--- config.mk ---
export PLATFORM = sky130hd
export DESIGN_NAME = branchUnit
export DESIGN_NICKNAME = d
export VERILOG_FILES = /design/src/design/bpuConfigPkg.sv /design/src/design/bpuTypesPkg.sv /design/src/design/bpuUpdateIf.sv /design/src/design/branchUnit.sv /design/src/design/branchSolve.sv /design/src/design/branchPredictor.sv /design/src/design/returnStack.sv
export SDC_FILE = /design/constraint.sdc
export NUM_CORES = 2
export LEC_CHECK = 0
export ABC_CLOCK_PERIOD_IN_PS = 14530
export BUFFER_PORTS_ARGS = -buffer_cell sky130_fd_sc_hd__buf_4
export CAP_MARGIN = 20
export CORE_MARGIN = 2
export CORE_UTILIZATION = 45
export DETAILED_ROUTE_END_ITERATION = 10
export HOLD_SLACK_MARGIN = 0.08
export PLACE_DENSITY = 0.7
export SLEW_MARGIN = 20
export SYNTH_ARGS = -nofsm -noshare
export SYNTH_HDL_FRONTEND = slang
export SYNTH_SLANG_ARGS = --single-unit
--- constraint.sdc ---
create_clock -name clk -period 14.53 [get_ports clk]
set_clock_uncertainty 0.15 [all_clocks]
set_input_delay 2.906 -clock clk [delete_from_list [all_inputs] [get_ports clk]]
set_output_delay 2.906 -clock clk [all_outputs]
set_load 0.1 [all_outputs]
--- src/design/bpuConfigPkg.sv ---
// branch predictor sizing of the target buffer and the return stack
package bpuConfigPkg;

    localparam int btbEntries = 64;
    localparam int btbIndexW  = $clog2(btbEntries); // index is pc[7:2]
    localparam int btbTagW    = 32 - btbIndexW - 2; // tag is pc[31:8]

    localparam int rasDepth = 8;
    localparam int rasPtrW  = $clog2(rasDepth);

    // new entries start weakly taken
    localparam logic [1:0] counterInit = 2'd2;

endpackage

--- src/design/bpuTypesPkg.sv ---
// branch types package with the branch codes, the branch kinds and the prediction and resolution records
package bpuTypesPkg;

    // condition code carried with a decoded branch or jump
    typedef enum logic [2:0] {
        BEQ = 3'd0,
        BNE = 3'd1,
        BGE = 3'd2, // rs >= 0
        BGT = 3'd3, // rs > 0
        BLE = 3'd4, // rs <= 0
        BLT = 3'd5, // rs < 0
        J   = 3'd6, // absolute jump, j or jal
        JR  = 3'd7  // register jump, jr or jalr
    } branchCodeT;

    // what the target buffer remembers about a branch
    typedef enum logic [1:0] {
        kindNone = 2'd0,
        kindImme = 2'd1, // direct target, counter decides direction
        kindCall = 2'd2, // pushes the return address
        kindRetn = 2'd3  // target from the return stack
    } branchKindT;

    typedef logic [1:0] counterT; // 2-bit saturating counter

    // decode output describing the instruction in execute
    typedef struct packed {
        logic       isBranch;
        branchCodeT branchCode;
    } branchTypeT;

    // prediction made at fetch, carried down the pipeline
    typedef struct packed {
        logic        valid;
        logic        hit;
        branchKindT  kind;
        logic        isTaken;
        logic [31:0] target;
        counterT     count;
    } predResultT;

    // resolved outcome sent back to the predictor
    typedef struct packed {
        logic        valid;
        logic [31:0] pc;
        branchKindT  kind;
        logic        isTaken;
        logic [31:0] target;
        counterT     count; // counter value seen at fetch
        logic        hit;   // entry matched at fetch
    } updateRecT;

endpackage
--- src/design/bpuUpdateIf.sv ---
// resolution update channel from the execute-stage resolver to the fetch predictor
`timescale 1ns/1ns

interface bpuUpdateIf;
    import bpuTypesPkg::*;

    // no ready, predictor takes every valid record at the next edge
    updateRecT rec;

    modport res (
        output rec
    );

    modport pred (
        input rec
    );

endinterface

--- src/design/branchUnit.sv ---
// branch unit top joining the fetch predictor and the execute resolver by the update channel
`timescale 1ns/1ns

module branchUnit (
    input  logic                    clk,
    input  logic                    arstN,
    // fetch side
    input  logic                    fetchValid,
    input  logic [31:0]             fetchPc,
    output logic                    predValid,
    output logic                    predHit,
    output bpuTypesPkg::branchKindT predKind,
    output logic                    predTaken,
    output logic [31:0]             predTarget,
    output logic [1:0]              predCount,
    // execute side
    input  bpuTypesPkg::branchTypeT exeBranchType,
    input  logic                    exeIsCall,
    input  logic [31:0]             exeOutA,
    input  logic [31:0]             exeOutB,
    input  logic [31:0]             exePc,
    input  logic [31:0]             exeInstr,
    input  logic [31:0]             exeImm32,
    input  logic                    exeWr,
    input  logic                    exePredValid,
    input  logic                    exePredHit,
    input  bpuTypesPkg::branchKindT exePredKind,
    input  logic                    exePredTaken,
    input  logic [31:0]             exePredTarget,
    input  logic [1:0]              exePredCount,
    output logic                    predictionFailed,
    output logic [31:0]             correctionVector
);
    import bpuTypesPkg::*;

    predResultT fetchPred;
    predResultT exePred;

    bpuUpdateIf updIf0 ();

    // prediction fields carried down the pipeline
    assign exePred.valid   = exePredValid;
    assign exePred.hit     = exePredHit;
    assign exePred.kind    = exePredKind;
    assign exePred.isTaken = exePredTaken;
    assign exePred.target  = exePredTarget;
    assign exePred.count   = exePredCount;

    branchPredictor predictor0 (
        .clk        (clk),
        .arstN      (arstN),
        .fetchValid (fetchValid),
        .fetchPc    (fetchPc),
        .upd        (updIf0.pred),
        .pred       (fetchPred)
    );

    branchSolve solve0 (
        .exeBranchType    (exeBranchType),
        .exeIsCall        (exeIsCall),
        .exeOutA          (exeOutA),
        .exeOutB          (exeOutB),
        .exePc            (exePc),
        .exeInstr         (exeInstr),
        .exeImm32         (exeImm32),
        .exeWr            (exeWr),
        .exePred          (exePred),
        .predictionFailed (predictionFailed),
        .correctionVector (correctionVector),
        .upd              (updIf0.res)
    );

    assign predValid  = fetchPred.valid;
    assign predHit    = fetchPred.hit;
    assign predKind   = fetchPred.kind;
    assign predTaken  = fetchPred.isTaken;
    assign predTarget = fetchPred.target;
    assign predCount  = fetchPred.count;

endmodule

--- src/design/branchSolve.sv ---
// execute-side branch resolver for direction, target, kind and the misprediction check
`timescale 1ns/1ns

module branchSolve (
    input  bpuTypesPkg::branchTypeT exeBranchType,
    input  logic                    exeIsCall,
    input  logic [31:0]             exeOutA,
    input  logic [31:0]             exeOutB,
    input  logic [31:0]             exePc,
    input  logic [31:0]             exeInstr,
    input  logic [31:0]             exeImm32,
    input  logic                    exeWr,
    input  bpuTypesPkg::predResultT exePred,
    output logic                    predictionFailed,
    output logic [31:0]             correctionVector,
    bpuUpdateIf.res                 upd
);
    import bpuTypesPkg::*;

    logic        isTaken;
    logic [31:0] branchTarget;
    branchKindT  branchKind;
    logic        predMatch;

    logic [31:0] pcPlus4;
    logic [31:0] jumpAddr;
    logic [31:0] branchAddr;

    logic opEqual;
    logic opAZero;
    logic opANeg;

    assign opEqual = (exeOutA == exeOutB);
    assign opAZero = (exeOutA == 32'd0);
    assign opANeg  = exeOutA[31];

    assign pcPlus4    = exePc + 32'd4;
    assign jumpAddr   = {pcPlus4[31:28], exeInstr[25:0], 2'b00};
    assign branchAddr = pcPlus4 + {exeImm32[29:0], 2'b00};

    // direction
    always_comb begin
        isTaken = 1'b0;
        if (exeBranchType.isBranch) begin
            unique case (exeBranchType.branchCode)
                BEQ:     isTaken = opEqual;
                BNE:     isTaken = !opEqual;
                BGE:     isTaken = !opANeg;
                BGT:     isTaken = !opANeg && !opAZero;
                BLE:     isTaken = opANeg || opAZero;
                BLT:     isTaken = opANeg;
                default: isTaken = 1'b1; // J and JR
            endcase
        end
    end

    // kind and target
    always_comb begin
        branchKind   = kindNone;
        branchTarget = exePc + 32'd8;
        if (exeBranchType.isBranch) begin
            unique case (exeBranchType.branchCode)
                J: begin
                    branchKind   = exeIsCall ? kindCall : kindImme;
                    branchTarget = jumpAddr;
                end
                JR: begin
                    branchKind   = exeIsCall ? kindCall : kindRetn; // jr treated as return
                    branchTarget = exeOutA;
                end
                default: begin
                    branchKind = kindImme;
                    if (isTaken) begin
                        branchTarget = branchAddr;
                    end
                end
            endcase
        end
    end

    assign predMatch = (exePred.kind == branchKind) &&
                       (exePred.isTaken == isTaken) &&
                       (exePred.target == branchTarget);

    // flag only for a live prediction in a writing stage
    assign predictionFailed = !predMatch && exePred.valid && exeWr;
    assign correctionVector = branchTarget;

    assign upd.rec.valid   = exePred.valid && exeWr;
    assign upd.rec.pc      = exePc;
    assign upd.rec.kind    = branchKind;
    assign upd.rec.isTaken = isTaken;
    assign upd.rec.target  = branchTarget;
    assign upd.rec.count   = exePred.count;
    assign upd.rec.hit     = exePred.hit;

endmodule

--- src/design/branchPredictor.sv ---
// fetch-side branch predictor with a direct-mapped target buffer, 2-bit counters and a return stack
`timescale 1ns/1ns

module branchPredictor (
    input  logic                    clk,
    input  logic                    arstN,
    input  logic                    fetchValid,
    input  logic [31:0]             fetchPc,
    bpuUpdateIf.pred                upd,
    output bpuTypesPkg::predResultT pred
);
    import bpuTypesPkg::*;
    import bpuConfigPkg::*;

    // target buffer storage
    logic [btbTagW-1:0] tagMem    [btbEntries];
    logic [31:0]        targetMem [btbEntries];
    branchKindT         kindMem   [btbEntries];
    counterT            countMem  [btbEntries];
    logic [btbEntries-1:0] entryValid;

    logic [btbIndexW-1:0] fetchIdx;
    logic [btbTagW-1:0]   fetchTag;
    logic [btbIndexW-1:0] updIdx;
    logic [btbTagW-1:0]   updTag;
    logic                 lookupHit;
    predResultT           lookup;

    logic        rasPush;
    logic        rasPop;
    logic [31:0] rasTop;

    logic       predValidQ;
    predResultT predPayloadQ;

    function automatic counterT satCount(input counterT cnt, input logic taken);
        counterT res;
        res = cnt;
        if (taken && cnt != 2'd3) begin
            res = cnt + 2'd1;
        end else if (!taken && cnt != 2'd0) begin
            res = cnt - 2'd1;
        end
        return res;
    endfunction

    assign fetchIdx = fetchPc[btbIndexW+1:2];
    assign fetchTag = fetchPc[31:btbIndexW+2];
    assign updIdx   = upd.rec.pc[btbIndexW+1:2];
    assign updTag   = upd.rec.pc[31:btbIndexW+2];

    // lookup reads the arrays before this edge's update lands
    assign lookupHit = entryValid[fetchIdx] && (tagMem[fetchIdx] == fetchTag);

    always_comb begin
        lookup.valid = fetchValid;
        if (lookupHit) begin
            lookup.hit   = 1'b1;
            lookup.kind  = kindMem[fetchIdx];
            lookup.count = countMem[fetchIdx];
            // calls and returns are always taken
            if (kindMem[fetchIdx] == kindImme) begin
                lookup.isTaken = countMem[fetchIdx][1];
            end else begin
                lookup.isTaken = 1'b1;
            end
            if (kindMem[fetchIdx] == kindRetn) begin
                lookup.target = rasTop;
            end else begin
                lookup.target = targetMem[fetchIdx];
            end
        end else begin
            lookup.hit     = 1'b0;
            lookup.kind    = kindNone;
            lookup.count   = 2'd0;
            lookup.isTaken = 1'b0;
            lookup.target  = fetchPc + 32'd8; // past the delay slot
        end
    end

    // registered prediction, one cycle behind fetch
    always_ff @(posedge clk or negedge arstN) begin
        if (!arstN) begin
            predValidQ <= 1'b0;
        end else begin
            predValidQ <= fetchValid;
        end
    end

    always_ff @(posedge clk) begin
        predPayloadQ <= lookup;
    end

    always_comb begin
        pred       = predPayloadQ;
        pred.valid = predValidQ;
    end

    // valid bits set on allocation only
    always_ff @(posedge clk or negedge arstN) begin
        if (!arstN) begin
            entryValid <= '0;
        end else if (upd.rec.valid && !upd.rec.hit && upd.rec.kind != kindNone) begin
            entryValid[updIdx] <= 1'b1;
        end
    end

    // training on a hit, allocation on a miss
    always_ff @(posedge clk) begin
        if (upd.rec.valid) begin
            if (upd.rec.hit) begin
                countMem[updIdx]  <= satCount(upd.rec.count, upd.rec.isTaken);
                kindMem[updIdx]   <= upd.rec.kind;
                targetMem[updIdx] <= upd.rec.target;
            end else if (upd.rec.kind != kindNone) begin
                tagMem[updIdx]    <= updTag;
                kindMem[updIdx]   <= upd.rec.kind;
                targetMem[updIdx] <= upd.rec.target;
                countMem[updIdx]  <= counterInit;
            end
        end
    end

    // stack moves only on resolved calls and returns
    assign rasPush = upd.rec.valid && (upd.rec.kind == kindCall);
    assign rasPop  = upd.rec.valid && (upd.rec.kind == kindRetn);

    returnStack ras0 (
        .clk      (clk),
        .arstN    (arstN),
        .push     (rasPush),
        .pop      (rasPop),
        .pushAddr (upd.rec.pc + 32'd8),
        .top      (rasTop)
    );

endmodule

--- src/design/returnStack.sv ---
// return address stack, a circular buffer of call return addresses with push and pop
`timescale 1ns/1ns

module returnStack (
    input  logic        clk,
    input  logic        arstN,
    input  logic        push,
    input  logic        pop,
    input  logic [31:0] pushAddr,
    output logic [31:0] top
);
    import bpuConfigPkg::*;

    logic [31:0]        stackMem [rasDepth];
    logic [rasPtrW-1:0] ptr;
    logic [rasPtrW-1:0] ptrNext;

    // pointer wraps on both ends and overflow drops the oldest entry
    always_comb begin
        ptrNext = ptr;
        if (push) begin
            ptrNext = ptr + 1'b1;
        end else if (pop) begin
            ptrNext = ptr - 1'b1;
        end
    end

    always_ff @(posedge clk or negedge arstN) begin
        if (!arstN) begin
            ptr <= '0;
        end else begin
            ptr <= ptrNext;
        end
    end

    always_ff @(posedge clk) begin
        if (push) begin
            stackMem[ptrNext] <= pushAddr; // write above the current top
        end
    end

    assign top = stackMem[ptr];

endmodule

Yosys cells after proc, flatten, opt, wreduce, memory -nomap -nowiden:

Memory sizes are Yosys's and may differ from the RTL's.
Cells that the tools add are included.

* bits in registers: 106
* memory bits (writable): 4096
* input port bits: 240
* word-level logic and storage cells: 104
* memories: 5

* add/subtract/negate cells: 8
* $lt $le $gt $ge: 3
* equal/unequal tests: 17
* mux-type cells: 34
* bitwise operators: 4
* reduce and logical (&&, ||, !) cells: 25

Memory list
* predictor0.targetMem: depth 64, bits a word 32, read ports 1, clocked after Yosys merged registers in 0, write ports 1, RTL line branchPredictor.sv:17 `logic [31:0] targetMem [btbEntries];`
* predictor0.tagMem: depth 64, bits a word 24, read ports 1, clocked after Yosys merged registers in 0, write ports 1, RTL line branchPredictor.sv:16 `logic [btbTagW-1:0] tagMem [btbEntries];`
* predictor0.ras0.stackMem: depth 8, bits a word 32, read ports 1, clocked after Yosys merged registers in 0, write ports 1, RTL line returnStack.sv:14 `logic [31:0] stackMem [rasDepth];`
* predictor0.countMem: depth 64, bits a word 2, read ports 1, clocked after Yosys merged registers in 0, write ports 1, RTL line branchPredictor.sv:19 `counterT countMem [btbEntries];`
* predictor0.kindMem: depth 64, bits a word 2, read ports 1, clocked after Yosys merged registers in 0, write ports 1, RTL line branchPredictor.sv:18 `branchKindT kindMem [btbEntries];`

Operators by type and width (number)
* $mux W32: 4
* $add A32 B4 Y32 const B: 2
* $eq A32 B32 Y1: 2
* $or A64 B64 Y64: 1
* $pmux W32 S2: 1
* $mux W38: 1
* $add A32 B3 Y32 const B: 1
* $add A32 B32 Y32: 1
* $logic_not A32 Y1: 1
* $eq A24 B24 Y1: 1
* $mux W2: 8
* $logic_and A1 B1 Y1: 14
* $lt A6 B7 Y1 const B: 2
* $mux W1: 14
* $eq A3 B3 Y1 const B: 4
* $bmux W1 S6: 1
* $demux W1 S6: 1
* $eq A2 B2 Y1 const B: 3
* $eq A3 B2 Y1 const B: 2
* $ge A6 B1 Y1 const B: 1
* $logic_not A1 Y1: 6
* $mux W3: 2
* $pmux W1 S6: 1
* $pmux W2 S2: 1
* 13 further kinds: 16

Depth between registers and ports, before layout:

* word-level depth: 13
* gate-level depth with buffers: 21
* gate-level depth less buffers: 20

Cells and area by module:

Synthesis repeated with hierarchy kept, for this count alone.

* cell total of the unflattened synthesis: 8099
* area total of the unflattened synthesis: 167784.7 µm²

Modules (own cells, without submodules)
* branchPredictor: times used 1, cells an instance 6755, area each 151944.5 µm², sequential area each 117697.9 µm²
* returnStack: times used 1, cells an instance 470, area each 9890.7 µm², sequential area each 7762.4 µm²
* branchSolve: times used 1, cells an instance 874, area each 5949.5 µm², sequential area each 0.0 µm²

Worst setup path before layout:

OpenSTA, ideal clock, no wires.

* path type: in2out
* start: in exePc[5]
* end: out predictionFailed
* data arrival time: 10814 ps
* required time: 11474 ps
* setup slack: 660 ps
* stages on the path: 21
* path through: clkbuf_1 -> nand3_1 -> nor3_1 -> and3_1 -> clkbuf_1 -> nand3_1 -> xnor2_1 -> ha_1 -> clkbuf_1 -> nand4_1 -> nor3_1 -> a2111o_1 -> or2_2 -> xor2_1 -> nor3_1 -> a211oi_1 -> a2111o_1 -> nor4_1 -> nand4_1 -> nor4_1 -> a31oi_1

* cells in the longest elaborated chain, start to end: 10

Ends and longest elaborated chain
* start: declaration: RTL line branchUnit.sv:21 `input logic [31:0] exePc,`
* $add A32 B3 Y32: RTL line branchSolve.sv:37 `assign pcPlus4 = exePc + 32'd4;`
* $add A32 B32 Y32: RTL line branchSolve.sv:39 `assign branchAddr = pcPlus4 + {exeImm32[29:0], 2'b00};`
* $mux W32: RTL line branchSolve.sv:73 `if (isTaken) begin`
* $pmux W32 S2: RTL line branchSolve.sv:62 `unique case (exeBranchType.branchCode)`
* $mux W32 *: RTL line branchSolve.sv:61 `if (exeBranchType.isBranch) begin`
* named net predictor0.upd.rec[20]: RTL line bpuUpdateIf.sv:15 `input rec`
* $eq A32 B32 Y1 *: RTL line branchSolve.sv:83 `(exePred.target == branchTarget);`
* $logic_and A1 B1 Y1 *: RTL line branchSolve.sv:82 `(exePred.isTaken == isTaken) &&`
* $logic_not A1 Y1 *: RTL line branchSolve.sv:86 `assign predictionFailed = !predMatch && exePred.valid && exeWr;`
* $logic_and A1 B1 Y1 * (2 in series): RTL line branchSolve.sv:86
* end: declaration: RTL line branchUnit.sv:31 `output logic predictionFailed,`

Mark *: on every way through the listed nets, which the timed path passes. The rest lies on a longest branch.

Worst setup path after layout:

* start: in exePc[10]
* end: out predictionFailed

* cells in the longest elaborated chain, start to end: 10

Ends and longest elaborated chain (RTL line)
* $add A32 B3 Y32: branchSolve.sv:37
* $add A32 B32 Y32: branchSolve.sv:39
* $mux W32: branchSolve.sv:73
* $pmux W32 S2: branchSolve.sv:62
* $mux W32 *: branchSolve.sv:61
* $eq A32 B32 Y1 *: branchSolve.sv:83
* $logic_and A1 B1 Y1 *: branchSolve.sv:82
* $logic_not A1 Y1 *: branchSolve.sv:86
* $logic_and A1 B1 Y1 * (2 in series): branchSolve.sv:86

Every way passes the cells marked *; elsewhere a longest branch is shown, timed or not.

==> metrics.txt <==
Final Routed Wirelength=483 mm; number of global-route vias before repair=83800; initial antenna violation count=53; row cnt=223; Bufs on Longest Clock Path=4; Synth top cells by count=edfxtp_1, mux4_2, nor2_1; CP max stage cell=a31oi_2; cts bufs inserted=407; vias per cell=6.37; area share of the leading cell type in the synthesized netlist=74.0%; mux contribution to synthesized area=17.6%; DRT iter0 DRCs=13900; Adder-Cell Fraction of Synth Area=0.336%; EDFF count, synth=4096; Max Cap Violations=0; P&R area growth vs syn=13.9%; WP data required=11470 ps; Synth Instances=7633; highest clock rate=78.4 MHz; RePlAce Congestion=0.915; Synth Area in Compound Gates=2.06%; Relative slew margins=11.0%; layout cells sized above 1=30.7%; crit start category=input port; CP most frequent cell=buf_4; Final period util=87.7%; Slew @ Worst Pin=1330 ps; critical path cell sequence=buf_4, nand4_1, nor3_1, and3_1, nand3_1, xnor2_1, ha_1, nand4_1, or2_2, a211oi_1, o311ai_0, a21oi_1, a41oi_1, xor2_1, a21oi_4, buf_4, a22oi_1, nand3_1, nor3b_1, a31oi_2, buf_4; Setup Crit Path Kind=in2out; Async SR Flop Fraction=1.62%; Synth area leaders=edfxtp_1, mux4_2, mux2i_1; Remaining Overflow, GRT=0; Starting Density=45.1%; post-cts gate resize count=0; largest net degree at the start of global routing=137; first-pass GRT wire length=663 mm; post-detail-place hpwl=275 mm; register area share after synthesis=75.5%; Clock Sinks=4202; final setup fails=0; dominant synthesized flop cell=edfxtp_1; Max VDD drop=0.000126 V; Pre-antenna DRT Iters=8; leading area contributor after synthesis=edfxtp_1; Crit Path Max Fanout=70; Mapped Area=166000 um2; TritonCTS clock tree=built; die width=612 um; FF+latch area=125000 um2; Fillers=28200; Die ar.=374000 um2; via count=85300; Root Buffer=clkbuf_16; cell with the most instances after synthesis=edfxtp_1; Worst Path Arrival=9690 ps; Core Area=368000 um2; Largest stage delay, worst path=730 ps; synthesized net count=7917; Syn Area/Cell=21.8 um2; overall routing resource usage=25.5%; synth warn=0; residual DRC count=0; outcome=completed; chip height=612 um; largest family of logic cells by synthesized area=multiplexers; Port-buffer cells=303; Avg WL per Cell=36.1 um; nets=8451; clock-pin slew on the worst setup and hold paths=60 ps; CP Capture Type=output pin; fin crit period=12750 ps; Routed Antenna Nets=0; Pwr per Cell Area=138 nW/um2; Hold WC Path Type=reg2reg; flops & latches, synth=4202; Max Slew Vio Count=0; Min Hold Slack=313 ps; Worst-Skew Late Latency=1000 ps; post-synthesis simple-gate area fraction=2.15%; setup_tns=0 ps; P_leak=59.7 nW; Final Hold Fails=0; post-CTS setup buffers=0; I/O Pins=312; Synth cell types=69; H-tree Lvls=5; multi-input logic area=39800 um2; Synth Area in XOR/XNOR=0.960%; RSZ-0062 raised after global routing=no; Post-CTS Hold Buffers=0
-- power breakdown --
part	switching (mW)	internal (mW)
clock	4.50	5.77
combinational	1.57	0.793
sequential	0.0366	13.5
-- per-layer routing --
metal	global-route usage [%]	wire length [um]
met5	0	265
met4	11.2	23500
met3	5.02	52900
met2	41.0	234000
met1	34.1	173000
-- logic make-up after synthesis --
family / count (synthesis)
multiplexers: 1436
AND/OR/NAND/NOR: 759
XOR/XNOR: 182
flip-flops: 4202
AO/OA/AOI/OAI: 522
adder cells (fa/ha/maj): 44
buffers and inverters: 488
-- registers in the layout (all words and copies together), names as in the netlist --
register,cells
predictor0.countMem,128
predictor0.entryValid,64
predictor0.kindMem,128
predictor0.pred,38
predictor0.predValidQ,1
predictor0.ras0.ptr,3
predictor0.ras0.stackMem,256
predictor0.tagMem,1536
predictor0.targetMem,2048
-- metrics by stage --
step / cell area [um2] / instances / worst slack (ps) / utilization [%] / power (mW)
after floorplan: 166000 / 7633 / 660 / - / 15.2
after detailed placement: 176000 / 12600 / 1730 / 47.8 / 16.1
after global routing: 189000 / 13400 / 1200 / 51.4 / 26.8
after CTS: 189000 / 13300 / 1720 / 51.3 / 26.2
after global placement: 176000 / 12600 / 1860 / 47.7 / 16.1
final: 189000 / 13400 / 1780 / 51.4 / 26.2
-- worst max-delay path, delay by kind of cell --
| family | cells | cell delay, ps |
|---|---|---|
| AOI/OAI and AO/OA | 7 | 2230 |
| xor gates and xnor gates | 2 | 450 |
| adders and majority gates | 1 | 520 |
| buffers and inverters | 3 | 1520 |
| and+or+nand+nor | 8 | 1960 |
-- worst paths after layout --
kind	start	endpoint	slack (ps)	depth (start not counted)
worst max register to register	predictor0.tagMem[31][1]$_DFFE_PP_	predictor0.pred[22]$_DFF_P_	8610	10
max in group asynchronous	arstN	predictor0.ras0.ptr[0]$_DFF_PN0_	11200	2
worst min register to register	predictor0.entryValid[51]$_DFFE_PN0P_	predictor0.entryValid[51]$_DFFE_PN0P_	310	1
worst min-delay path	predictor0.entryValid[51]$_DFFE_PN0P_	predictor0.entryValid[51]$_DFFE_PN0P_	310	1
worst max-delay path	exePc[10]	predictionFailed	1780	21
min in group asynchronous	arstN	predictor0.predValidQ$_DFF_PN0_	1660	1
-- placed cells by master (no fill, tap or decap), drive strengths merged, types with 68 or more instances in the layout --
cell type,instances
mux4,1185
dfrtp,68
a21oi,134
mux2i,226
nand2,182
xor2,70
or2,77
nor2,254
clkbuf,524
clkinv,175
xnor2,112
buf,564
edfxtp,4096
o22ai,74
o21ai,86
-- final cells by class --
cell class | count | share of cell area (%)
flip-flops and latches | 4202 | 66.3
multi-input cells | 2943 | 21.1
clock buffers | 524 | 5.82
well taps | 4837 | 3.20
repair buffers | 564 | 2.49
clock inverters | 221 | 0.989
inverters | 49 | 0.101
diodes | 47 | 0.0621
Note: power is estimated with default switching activity, not from simulation.
